[src/verilog/pit_pkg.sv]
package pit_pkg;

	localparam int PREFIX_W = 64;
	localparam int META_W = 8;
	localparam int LEN_W = 6;
	localparam int ROW_W = 6; // 64 table rows
	localparam int ADDR_W = 10;

	localparam int FOLD_SLICES = (PREFIX_W + ROW_W - 1) / ROW_W;

	// Metadata bit that flags repeated data from the FIB side
	localparam int META_REPEAT_BIT = 6;
	localparam logic [1:0] CONSUMER_TAG = 2'b01;

	typedef struct packed {
		logic valid; // Row has been claimed
		logic satisfied; // Data came back for this row
		logic [ADDR_W-1:0] block_addr;
	} pit_entry_t;

	typedef struct packed {
		logic [PREFIX_W-1:0] prefix;
		logic [META_W-1:0] meta;
		logic from_fib;
	} pit_req_t;

	// XOR of all 6-bit slices with the top slice zero padded
	function automatic logic [ROW_W-1:0] fold_hash(input logic [PREFIX_W-1:0] prefix);
		logic [ROW_W*FOLD_SLICES-1:0] padded;
		logic [ROW_W-1:0] acc;
		padded = {{(ROW_W*FOLD_SLICES-PREFIX_W){1'b0}}, prefix};
		acc = '0;
		for (int i = 0; i < FOLD_SLICES; i++) begin
			acc ^= padded[i*ROW_W +: ROW_W];
		end
		return acc;
	endfunction

endpackage

[src/verilog/pit_req_if.sv]
interface pit_req_if;

	pit_pkg::pit_req_t req; // Request picked by the arbiter
	logic [pit_pkg::ROW_W-1:0] row; // Hashed row index
	logic start; // One cycle pulse with a new request on req
	logic hash_done; // One cycle pulse when row is valid

	modport arbiter (
		output req,
		output start
	);

	modport hash (
		input req,
		input start,
		output row,
		output hash_done
	);

	modport control (
		input req,
		input row,
		input start,
		input hash_done
	);

endinterface

[src/verilog/request_arbiter.sv]
module request_arbiter (
	input logic clk,
	input logic rst,
	input logic out_bit,
	input logic prefix_ready,
	input logic [pit_pkg::PREFIX_W-1:0] spi_prefix,
	input logic [pit_pkg::PREFIX_W-1:0] fib_prefix,
	input logic [pit_pkg::META_W-1:0] fib_meta,
	input logic [pit_pkg::LEN_W-1:0] length,
	input logic ctrl_idle,
	pit_req_if.arbiter req_bus
);

	pit_pkg::pit_req_t fib_slot;
	pit_pkg::pit_req_t con_slot;
	logic fib_full;
	logic con_full;
	logic issue_fib;
	logic issue_con;

	// A start already in flight means the controller has not left idle yet
	assign issue_fib = ctrl_idle && !req_bus.start && fib_full;
	assign issue_con = ctrl_idle && !req_bus.start && !fib_full && con_full; // FIB wins

	always_ff @(posedge clk or posedge rst) begin
		if (rst) begin
			fib_full <= 1'b0;
			con_full <= 1'b0;
			req_bus.start <= 1'b0;
		end else begin
			fib_full <= (fib_full && !issue_fib) || prefix_ready;
			con_full <= (con_full && !issue_con) || out_bit;
			req_bus.start <= issue_fib || issue_con;
		end
	end

	// A strobe into a busy slot is dropped
	always_ff @(posedge clk) begin
		if (prefix_ready && (!fib_full || issue_fib)) begin
			fib_slot <= '{prefix: fib_prefix, meta: fib_meta, from_fib: 1'b1};
		end
		if (out_bit && (!con_full || issue_con)) begin
			con_slot <= '{prefix: spi_prefix, meta: {pit_pkg::CONSUMER_TAG, length},
				from_fib: 1'b0};
		end
		if (issue_fib) begin
			req_bus.req <= fib_slot;
		end else if (issue_con) begin
			req_bus.req <= con_slot;
		end
	end

endmodule

[src/verilog/prefix_hash.sv]
module prefix_hash (
	input logic clk,
	input logic rst,
	pit_req_if.hash req_bus
);

	localparam int HALF_W = pit_pkg::PREFIX_W / 2;
	localparam int PAD_W = pit_pkg::PREFIX_W - 2 * pit_pkg::ROW_W;

	logic s1_valid;
	logic [pit_pkg::ROW_W-1:0] lo_fold;
	logic [pit_pkg::ROW_W-1:0] hi_fold;

	always_ff @(posedge clk or posedge rst) begin
		if (rst) begin
			s1_valid <= 1'b0;
			req_bus.hash_done <= 1'b0;
		end else begin
			s1_valid <= req_bus.start;
			req_bus.hash_done <= s1_valid;
		end
	end

	// The fold is linear in XOR, so the halves can be folded apart
	always_ff @(posedge clk) begin
		if (req_bus.start) begin
			lo_fold <= pit_pkg::fold_hash({{HALF_W{1'b0}}, req_bus.req.prefix[HALF_W-1:0]});
			hi_fold <= pit_pkg::fold_hash({req_bus.req.prefix[pit_pkg::PREFIX_W-1:HALF_W],
				{HALF_W{1'b0}}});
		end
		// Second stage folds the two slices into the row index
		if (s1_valid) begin
			req_bus.row <= pit_pkg::fold_hash({{PAD_W{1'b0}}, hi_fold, lo_fold});
		end
	end

endmodule

[src/verilog/pit_entry_store.sv]
module pit_entry_store (
	input logic clk,
	input logic rst,
	input logic rd_en,
	input logic [pit_pkg::ROW_W-1:0] rd_row,
	input logic wr_en,
	input logic [pit_pkg::ROW_W-1:0] wr_row,
	input pit_pkg::pit_entry_t wr_entry,
	output pit_pkg::pit_entry_t rd_entry
);

	localparam int ROWS = 1 << pit_pkg::ROW_W;

	pit_pkg::pit_entry_t rows [ROWS];

	// All rows clear to invalid on reset
	always_ff @(posedge clk or posedge rst) begin
		if (rst) begin
			for (int i = 0; i < ROWS; i++) begin
				rows[i] <= '0;
			end
			rd_entry <= '0;
		end else begin
			if (wr_en) begin
				rows[wr_row] <= wr_entry;
			end
			if (rd_en) begin
				rd_entry <= rows[rd_row]; // Old value on a same row write
			end
		end
	end

endmodule

[src/verilog/block_allocator.sv]
module block_allocator #(
	parameter int BLOCK_SIZE = 1
) (
	input logic clk,
	input logic rst,
	input logic alloc,
	output logic [pit_pkg::ADDR_W-1:0] next_addr,
	output logic exhausted
);

	localparam logic [pit_pkg::ADDR_W:0] STEP = (pit_pkg::ADDR_W + 1)'(BLOCK_SIZE);

	logic [pit_pkg::ADDR_W:0] sum;

	assign sum = {1'b0, next_addr} + STEP; // Carry out means past the top

	always_ff @(posedge clk or posedge rst) begin
		if (rst) begin
			next_addr <= '0;
			exhausted <= 1'b0;
		end else if (alloc && !exhausted) begin
			if (sum[pit_pkg::ADDR_W]) begin
				exhausted <= 1'b1; // Address stays on the last block
			end else begin
				next_addr <= sum[pit_pkg::ADDR_W-1:0];
			end
		end
	end

endmodule

[src/verilog/pit_control.sv]
module pit_control (
	input logic clk,
	input logic rst,
	pit_req_if.control req_bus,
	output logic ctrl_idle,
	output logic rd_en,
	output logic [pit_pkg::ROW_W-1:0] rd_row,
	output logic wr_en,
	output logic [pit_pkg::ROW_W-1:0] wr_row,
	output pit_pkg::pit_entry_t wr_entry,
	output logic alloc,
	output logic [pit_pkg::ADDR_W:0] table_entry,
	output logic [pit_pkg::META_W-1:0] meta_data,
	output logic pit_in_bit,
	output logic rejected,
	output logic interest_packet,
	input pit_pkg::pit_entry_t rd_entry,
	input logic [pit_pkg::ADDR_W-1:0] next_addr,
	input logic exhausted
);

	typedef enum logic [1:0] {
		IDLE,
		HASHING,
		LOOKUP,
		DECIDE
	} state_t;

	state_t state;
	state_t state_nxt;
	pit_pkg::pit_req_t req_q;
	logic [pit_pkg::ROW_W-1:0] row_q;
	logic accept;
	logic do_write;
	logic do_alloc;
	logic repeat_hit;
	pit_pkg::pit_entry_t new_entry;
	logic [pit_pkg::ADDR_W:0] result_entry;

	always_comb begin
		state_nxt = state;
		case (state)
			IDLE: if (req_bus.start) state_nxt = HASHING;
			HASHING: if (req_bus.hash_done) state_nxt = LOOKUP;
			LOOKUP: state_nxt = DECIDE; // rd_entry is valid here
			DECIDE: state_nxt = IDLE; // Result pulse is on the outputs
			default: state_nxt = IDLE;
		endcase
	end

	// Decision on the entry read back for the request's row
	always_comb begin
		accept = 1'b0;
		do_write = 1'b0;
		do_alloc = 1'b0;
		repeat_hit = 1'b0;
		new_entry = rd_entry;
		result_entry = {rd_entry.satisfied, rd_entry.block_addr};
		if (req_q.from_fib) begin
			if (rd_entry.valid) begin
				accept = 1'b1;
				do_write = 1'b1;
				new_entry.satisfied = 1'b1;
				repeat_hit = req_q.meta[pit_pkg::META_REPEAT_BIT] && rd_entry.satisfied;
				result_entry = {1'b1, rd_entry.block_addr};
			end
		end else if (rd_entry.valid) begin
			accept = 1'b1; // Existing entry returned as is
		end else if (!exhausted) begin
			accept = 1'b1;
			do_write = 1'b1;
			do_alloc = 1'b1;
			new_entry = '{valid: 1'b1, satisfied: 1'b0, block_addr: next_addr};
			result_entry = {1'b0, next_addr};
		end
	end

	assign ctrl_idle = (state == IDLE);
	assign rd_en = (state == HASHING) && req_bus.hash_done;
	assign rd_row = req_bus.row;
	assign wr_en = (state == LOOKUP) && do_write;
	assign wr_row = row_q;
	assign wr_entry = new_entry;
	assign alloc = (state == LOOKUP) && do_alloc;

	always_ff @(posedge clk or posedge rst) begin
		if (rst) begin
			state <= IDLE;
			pit_in_bit <= 1'b0;
			rejected <= 1'b0;
			interest_packet <= 1'b0;
			table_entry <= '0;
			meta_data <= '0;
		end else begin
			state <= state_nxt;
			pit_in_bit <= 1'b0;
			rejected <= 1'b0;
			interest_packet <= 1'b0;
			if (state == LOOKUP) begin
				pit_in_bit <= accept;
				rejected <= !accept;
				interest_packet <= repeat_hit;
				table_entry <= accept ? result_entry : '0;
				meta_data <= req_q.meta;
			end
		end
	end

	always_ff @(posedge clk) begin
		if (ctrl_idle && req_bus.start) begin
			req_q <= req_bus.req;
		end
		if (rd_en) begin
			row_q <= req_bus.row; // Kept for the write back
		end
	end

endmodule

[src/verilog/pit_hash_table.sv]
module pit_hash_table #(
	parameter int BLOCK_SIZE = 1
) (
	input logic clk,
	input logic rst,
	input logic [pit_pkg::PREFIX_W-1:0] spi_prefix,
	input logic [pit_pkg::PREFIX_W-1:0] fib_prefix,
	input logic [pit_pkg::META_W-1:0] fib_meta,
	input logic [pit_pkg::LEN_W-1:0] length,
	input logic prefix_ready,
	input logic out_bit,
	output logic [pit_pkg::ADDR_W:0] table_entry,
	output logic [pit_pkg::META_W-1:0] meta_data,
	output logic pit_in_bit,
	output logic rejected,
	output logic interest_packet
);

	logic ctrl_idle;
	logic rd_en;
	logic [pit_pkg::ROW_W-1:0] rd_row;
	logic wr_en;
	logic [pit_pkg::ROW_W-1:0] wr_row;
	pit_pkg::pit_entry_t wr_entry;
	pit_pkg::pit_entry_t rd_entry;
	logic alloc;
	logic [pit_pkg::ADDR_W-1:0] next_addr;
	logic exhausted;

	pit_req_if req_bus ();

	request_arbiter u_request_arbiter (
		.clk(clk),
		.rst(rst),
		.out_bit(out_bit),
		.prefix_ready(prefix_ready),
		.spi_prefix(spi_prefix),
		.fib_prefix(fib_prefix),
		.fib_meta(fib_meta),
		.length(length),
		.ctrl_idle(ctrl_idle),
		.req_bus(req_bus.arbiter)
	);

	prefix_hash u_prefix_hash (
		.clk(clk),
		.rst(rst),
		.req_bus(req_bus.hash)
	);

	pit_entry_store u_pit_entry_store (
		.clk(clk),
		.rst(rst),
		.rd_en(rd_en),
		.rd_row(rd_row),
		.wr_en(wr_en),
		.wr_row(wr_row),
		.wr_entry(wr_entry),
		.rd_entry(rd_entry)
	);

	block_allocator #(
		.BLOCK_SIZE(BLOCK_SIZE)
	) u_block_allocator (
		.clk(clk),
		.rst(rst),
		.alloc(alloc),
		.next_addr(next_addr),
		.exhausted(exhausted)
	);

	pit_control u_pit_control (
		.clk(clk),
		.rst(rst),
		.req_bus(req_bus.control),
		.ctrl_idle(ctrl_idle),
		.rd_en(rd_en),
		.rd_row(rd_row),
		.wr_en(wr_en),
		.wr_row(wr_row),
		.wr_entry(wr_entry),
		.alloc(alloc),
		.table_entry(table_entry),
		.meta_data(meta_data),
		.pit_in_bit(pit_in_bit),
		.rejected(rejected),
		.interest_packet(interest_packet),
		.rd_entry(rd_entry),
		.next_addr(next_addr),
		.exhausted(exhausted)
	);

endmodule

[config.mk]
export PLATFORM = sky130hd
export DESIGN_NAME = pit_hash_table
export DESIGN_NICKNAME = d
export VERILOG_FILES = /design/src/verilog/pit_pkg.sv /design/src/verilog/pit_req_if.sv /design/src/verilog/request_arbiter.sv /design/src/verilog/prefix_hash.sv /design/src/verilog/pit_entry_store.sv /design/src/verilog/block_allocator.sv /design/src/verilog/pit_control.sv /design/src/verilog/pit_hash_table.sv
export SDC_FILE = /design/constraint.sdc
export NUM_CORES = 2
export LEC_CHECK = 0
export BUFFER_PORTS_ARGS = -buffer_cell sky130_fd_sc_hd__buf_2
export CAP_MARGIN = 20
export CELL_PAD_IN_SITES_DETAIL_PLACEMENT = 1
export CELL_PAD_IN_SITES_GLOBAL_PLACEMENT = 2
export CORE_MARGIN = 2
export CORE_UTILIZATION = 50
export CTS_CLUSTER_SIZE = 40
export DETAILED_ROUTE_END_ITERATION = 16
export GPL_ROUTABILITY_DRIVEN = 0
export PLACE_DENSITY = 0.84
export SLEW_MARGIN = 0
export SYNTH_ARGS = -nofsm -noshare
export SYNTH_HDL_FRONTEND = slang
export SYNTH_HIERARCHICAL = 1
export SYNTH_SLANG_ARGS = --single-unit
[constraint.sdc]
create_clock -name clk -period 34.9 [get_ports clk]
set_input_delay 0 -clock clk [delete_from_list [all_inputs] [get_ports clk]]
set_output_delay 0 -clock clk [all_outputs]
set_load 0.1 [all_outputs]
# After elaboration in Yosys (flattened, before gate mapping)
# Cells that the tools add are included.
# totals
ff_bits,1068
inputBits,146
out_inout_bits,22
elab_cells,310
# op_classes
addsub,1
n_lt_le_gt_ge,3
eq_ne,5
muxes,34
n_bitwise,14
n_reduce_logical,32
# ops
op,n
768-bit bitwise mux,1
73-bit 2-to-1 mux,2
12-bit binary-select mux with 6-bit select,1
12-bit demux with 6-bit select,1
12-bit 2-to-1 mux,5
11-bit 2-to-1 mux,5
6-bit XOR,9
1-bit logical AND,15
1-bit 2-to-1 mux,15
7-bit >= comparator (second input constant),2
6-bit NOT with 7-bit output,2
10-bit by 1-bit adder with 11-bit output (second input constant),1
10-bit 2-to-1 mux,1
2-bit case mux with 4 select lines,1
1-bit zero test,7
7-bit by 1-bit < comparator with 1-bit output (second input constant),1
2-bit AND reduction,3
6-bit by 2-bit XOR with 6-bit output,1
6-bit by 4-bit XOR with 6-bit output,1
1-bit logical OR,5
2-bit == test (second input constant),2
2-bit 2-to-1 mux,2
2-bit != test (second input constant),2
2-bit by 1-bit == test with 1-bit output (second input constant),1
other kinds (3),3

# Logic depth before layout (Yosys ltp)
# logic_depth
word_depth,7
mapped_depth,11
mapped_depth_nobuf,8

# By module
# Netlist, hierarchy kept.
# by_module_without_submodules
mod,n_inst,cells_each,area_per_inst_um2,seq_area_each_um2
pit_entry_store,1,2322,35693.0,19518.7
request_arbiter,1,308,7532.2,6531.3
pit_control,1,152,1689.1,1051.0
prefix_hash,1,67,1192.4,590.6
block_allocator,1,48,595.6,275.3

# Least setup slack after synthesis
# Ideal clock, no wire load.
# synth_timing
kind,register -> register
startpoint,register u_pit_control.state[0]
endpoint,register u_request_arbiter/con_slot[10] in the netlist's numbering (enable)
setup_ps,606
arrival_time_ps,6293
t_required_ps,34294
slack_ps,28001
stages_incl_launch_ff,5
n_path_buf,0
synth_period_minus_slack_ps,6899
path_cell_list,dfrtp_1 -> inv_1 -> ha_1 -> or3b_2 -> a21boi_0
# synth_via
elab_chain_cells,6
# synth_lines
item,line_no,rtl
start: declaration,pit_control.sv:29,state_t state;
start signal: assignment,pit_control.sv:95,state <= state_nxt;
2-bit zero test,pit_control.sv:78,assign ctrl_idle = (state == IDLE);
via ctrl_idle,pit_hash_table.sv:19,logic ctrl_idle;
1-bit logical AND (3 in a row),request_arbiter.sv:23,assign issue_con = ctrl_idle && !req_bus.start && !fib_full && con_full;
1-bit logical OR,request_arbiter.sv:42,if (out_bit && (!con_full || issue_con)) begin
1-bit logical AND,request_arbiter.sv:42,
end signal: assignment,request_arbiter.sv:43,"con_slot <= '{prefix: spi_prefix, meta: {pit_pkg::CONSUMER_TAG, length},"
end: declaration,request_arbiter.sv:15,pit_pkg::pit_req_t con_slot;
# The timed path passes the listed nets, and every way through them passes these cells.
# A chain may end at the register's enable or synchronous reset.

# Worst setup path after layout
# layout_timing
startpoint,register u_prefix_hash.req_bus.row[4]
endpoint,"register, netlist name u_pit_entry_store/rd_entry[11]"
# layout_via
elab_chain_cells,4
# layout_lines
item,line_no,rtl
start: declaration,pit_req_if.sv:16,"output row,"
start signal: assignment,prefix_hash.sv:33,"req_bus.row <= pit_pkg::fold_hash({{PAD_W{1'b0}}, hi_fold, lo_fold});"
6-bit NOT with 7-bit output (implied by the code),pit_entry_store.sv:28,rd_entry <= rows[rd_row];
12-bit binary-select mux with 6-bit select,pit_entry_store.sv:28,
12-bit 2-to-1 mux (implied by the code) (2 in a row),pit_entry_store.sv:28,
# No other way between the ends. The select of a mux whose other input is x is not followed.

==> run summary <==
status -> finished, final reports clean
largest fanout on the critical path -> 46
CTS buffer count -> 112
clk slew on worst S/H paths -> 0.06 ns
Yosys reg bits -> 1,068
Worst Max-Slew Pin Slew -> 1.18 ns
total power draw -> 3.84 mW
first-pass GRT wire length -> 198,000 um
fraction of registers with async set/reset -> 76.8%
distinct cell type count after synthesis -> 62
Setup Skew -> 0.0412 ns
vias in the first global route -> 30,300
starting density of the core -> 50.3%
Critical Path RT -> 35.40 ns
clk_lat worst skew -> 0.69 ns
Die Wd -> 310 um
post-synthesis xor/xnor area fraction -> 1.39%
sequential fraction of the synthesis area -> 59.9%
Ports -> 168
flip-flop and latch area -> 0.0280 sq mm
synthesized area -> 0.0467 sq mm
final setup fails -> 0
reg2reg path depth -> 6
area of the multi-input gates -> 0.0175 sq mm
cts hold-fix bufs -> 223
DP Area -> 0.0485 sq mm
Final Cycle Share -> 11.4%
CTS tree -> yes
met2 global-route usage -> 46.9%
class of the worst hold path -> in -> reg
adder-cell share of the synthesized area -> 0.107%
clock root buffer -> clkbuf_16
most frequent cells in the layout -> 901 x mux2_2, 820 x dfrtp_1, 248 x edfxtp_1, 224 x dlygate4sd3_1, 167 x buf_2
Reg2Reg Setup Slack -> 30.92 ns
vias -> 26,900
Slowest cell on crit path -> edfxtp_1
final period demand of the worst path -> 3.98 ns
area grow syn2layout -> 16.9%
die height -> 310 um
initial drt markers -> 1,808
syn_area_per_cell -> 16.1 sq um
Via density -> 5.90
proportion of synthesized area in mux cells -> 31.4%
slew margin rel. -> 20.4%
Critical Path End -> u_pit_entry_store/rd_entry[11]
Gate Count Post-Synth -> 2,897
setup TNS -> 0 ns
PD cells -> 70.4 mW/mm^2
final instance area -> 0.0546 sq mm
top-area cell type share of the netlist area -> 43.9%
Setup crit end kind -> register
DR WL/cell -> 28.5 um
CORE AREA -> 0.0929 sq mm
Port Buf Inserts -> 167
Top FF cell, synth -> dfrtp_1
DRC Markers -> 0
GR peak layer -> met2
synth top area cells -> dfrtp_1 44%, mux2_2 22%, edfxtp_1 16%
met3 global-route usage -> 3.67%
crit-path cells -> buf_4 > nand2_1 > o221ai_1 > o22ai_1 > a221oi_2 > o221ai_1
Net count, final -> 3,366
Yosys top cell by area -> dfrtp_1
DIE AREA -> 0.0959 sq mm
Final Max Slew Viols -> 0
CP startpoint -> u_prefix_hash/req_bus.row[4]
CP peak stage delay -> 0.97 ns
RR Endpoint -> u_pit_entry_store/rd_entry[11]
commonest non-fill, non-tap cell in the layout -> mux2_2
worst path arrival time -> 4.47 ns
buffers plus inverters on the worst setup path -> 1
worst r2r src -> u_prefix_hash/req_bus.row[4]
critical path depth in cells -> 6
main combinational cell family by area after synthesis -> multiplexers
fmax -> 251 MHz
Clock Path Buffers -> 3
cell row count -> 112
setup repair bufs after CTS -> 0
largest net degree at the start of global routing -> 187
# resized after CTS -> 0
Detailed Routing Iterations Pass 1 -> 5
Crit path max-delay family -> compound AO/OA/AOI/OAI gates
Lkg Pwr -> 25.1 nW
H-tree levels -> 3
GR Util met1 -> 37.3%
Synth Area in Compound Gates -> 2.09%
YS warnings -> 6
maxcap violations -> 0
Routed WL -> 130,000 um
RSZ-0062 raised after global routing -> no
syn_nets -> 3,047
Post-DP HPWL -> 73,200 um
total track usage -> 27.7%
clock sink count -> 1,068
fraction of layout cells with a size suffix above 1 -> 45.8%
Final Hold Fails -> 0
Critical Path Start Type -> register
Post-synth EDFFs -> 248
crit path kind -> reg -> reg
# fillers -> 8,226
simple-gate area share of the yosys netlist -> 2.44%
initial antenna violation count -> 1
most used cell along the critical path -> o221ai_1
grt ovf -> 0
post-route ant nets -> 0
Worst VDD drop -> 0.0627 mV
[worst register-to-register path, stage by stage (launching register included)]
cell	delay, ns
edfxtp_1	0.97
buf_4	0.76
nand2_1	0.86
o221ai_1	0.45
o22ai_1	0.18
a221oi_2	0.35
o221ai_1	0.22
[how the worst min path moves through the flow]
stage	depth (start not counted)	endpoint	start
floorplan	1	u_prefix_hash/req_bus.hash_done	rst
global placement	2	u_prefix_hash/req_bus.hash_done	rst
detailed placement	2	u_prefix_hash/req_bus.hash_done	rst
CTS	2	u_request_arbiter/fib_slot[44]	fib_prefix[35]
global route	2	u_request_arbiter/con_slot[68]	spi_prefix[59]
finish	2	u_request_arbiter/con_slot[68]	spi_prefix[59]
[sequential cells by signal (all words and copies together) (netlist names)]
name and count:
u_pit_control/pit_in_bit 1, u_request_arbiter/con_full 1, u_prefix_hash/hi_fold 6, u_prefix_hash/lo_fold 6, u_pit_entry_store/rows 768, u_block_allocator/exhausted 1, u_pit_control/meta_data 8, u_request_arbiter/fib_full 1
u_pit_control/table_entry 11, u_request_arbiter/con_slot 70, u_request_arbiter/fib_slot 72, u_block_allocator/next_addr 10, u_pit_control/wr_row 6, u_pit_entry_store/rd_entry 12, u_pit_control/interest_packet 1, u_prefix_hash/s1_valid 1
u_prefix_hash/req_bus.hash_done 1, u_pit_control/req_q 9, u_prefix_hash/req_bus.row 6, u_pit_control/rejected 1, u_request_arbiter/req_bus.req 73, u_pit_control/state 2, u_request_arbiter/req_bus.start 1
[Yosys cell counts, types with 24 or more instances]
library cell and number:
mux2_2 901, dfrtp_1 820, edfxtp_1 248, mux4_2 154
clkbuf_1 134, nand2_1 106, mux2i_1 73, buf_2 69
nor2_1 55, inv_1 27, o221ai_1 24, o22ai_1 24
[metal layers]
metal,part of all wire (%),wire (um)
met2,50,65100
met1,43,55400
met5,0,0
met3,4.1,5350
met4,3.3,4270
[cells by family after synthesis]
| kind of cell | after synthesis |
|---|---|
| compound gates | 123 |
| xor+xnor | 52 |
| fa+ha+maj | 4 |
| buf+inv | 271 |
| flops | 1068 |
| mux | 1149 |
| simple gates | 230 |
[area by class of cell]
cell class	count	area share, %
Sequential cell	1068	51.2
Multi-Input combinational cell	1558	32.1
Timing Repair Buffer	449	6.70
Clock buffer	160	5.91
Tap cell	1254	2.87
Clock inverter	46	0.922
Inverter	27	0.199
Antenna cell	1	0.00459
[through the flow]
stage / setup slack, ns / instances / hold WS (ns) / utilization (%)
finish: 30.92 / 4563 / 0.0296 / 58.7
detailed placement: 30.97 / 4127 / -0.0199 / 52.2
floorplan: 13.00 / 2897 / -0.259 / -
global route: 30.59 / 4563 / 0.0101 / 58.7
global placement: 31.02 / 4126 / -0.0280 / 52.2
CTS: 30.94 / 4556 / 0.0000498 / 58.6
[where the power goes]
part           leakage, nW  total (mW)  internal, mW  switching (mW)
combinational         9.58        1.01         0.369           0.645
clock                 1.85        1.21         0.708           0.506
sequential            13.6        1.62          1.49           0.123
(Power assumes the default switching activity.)
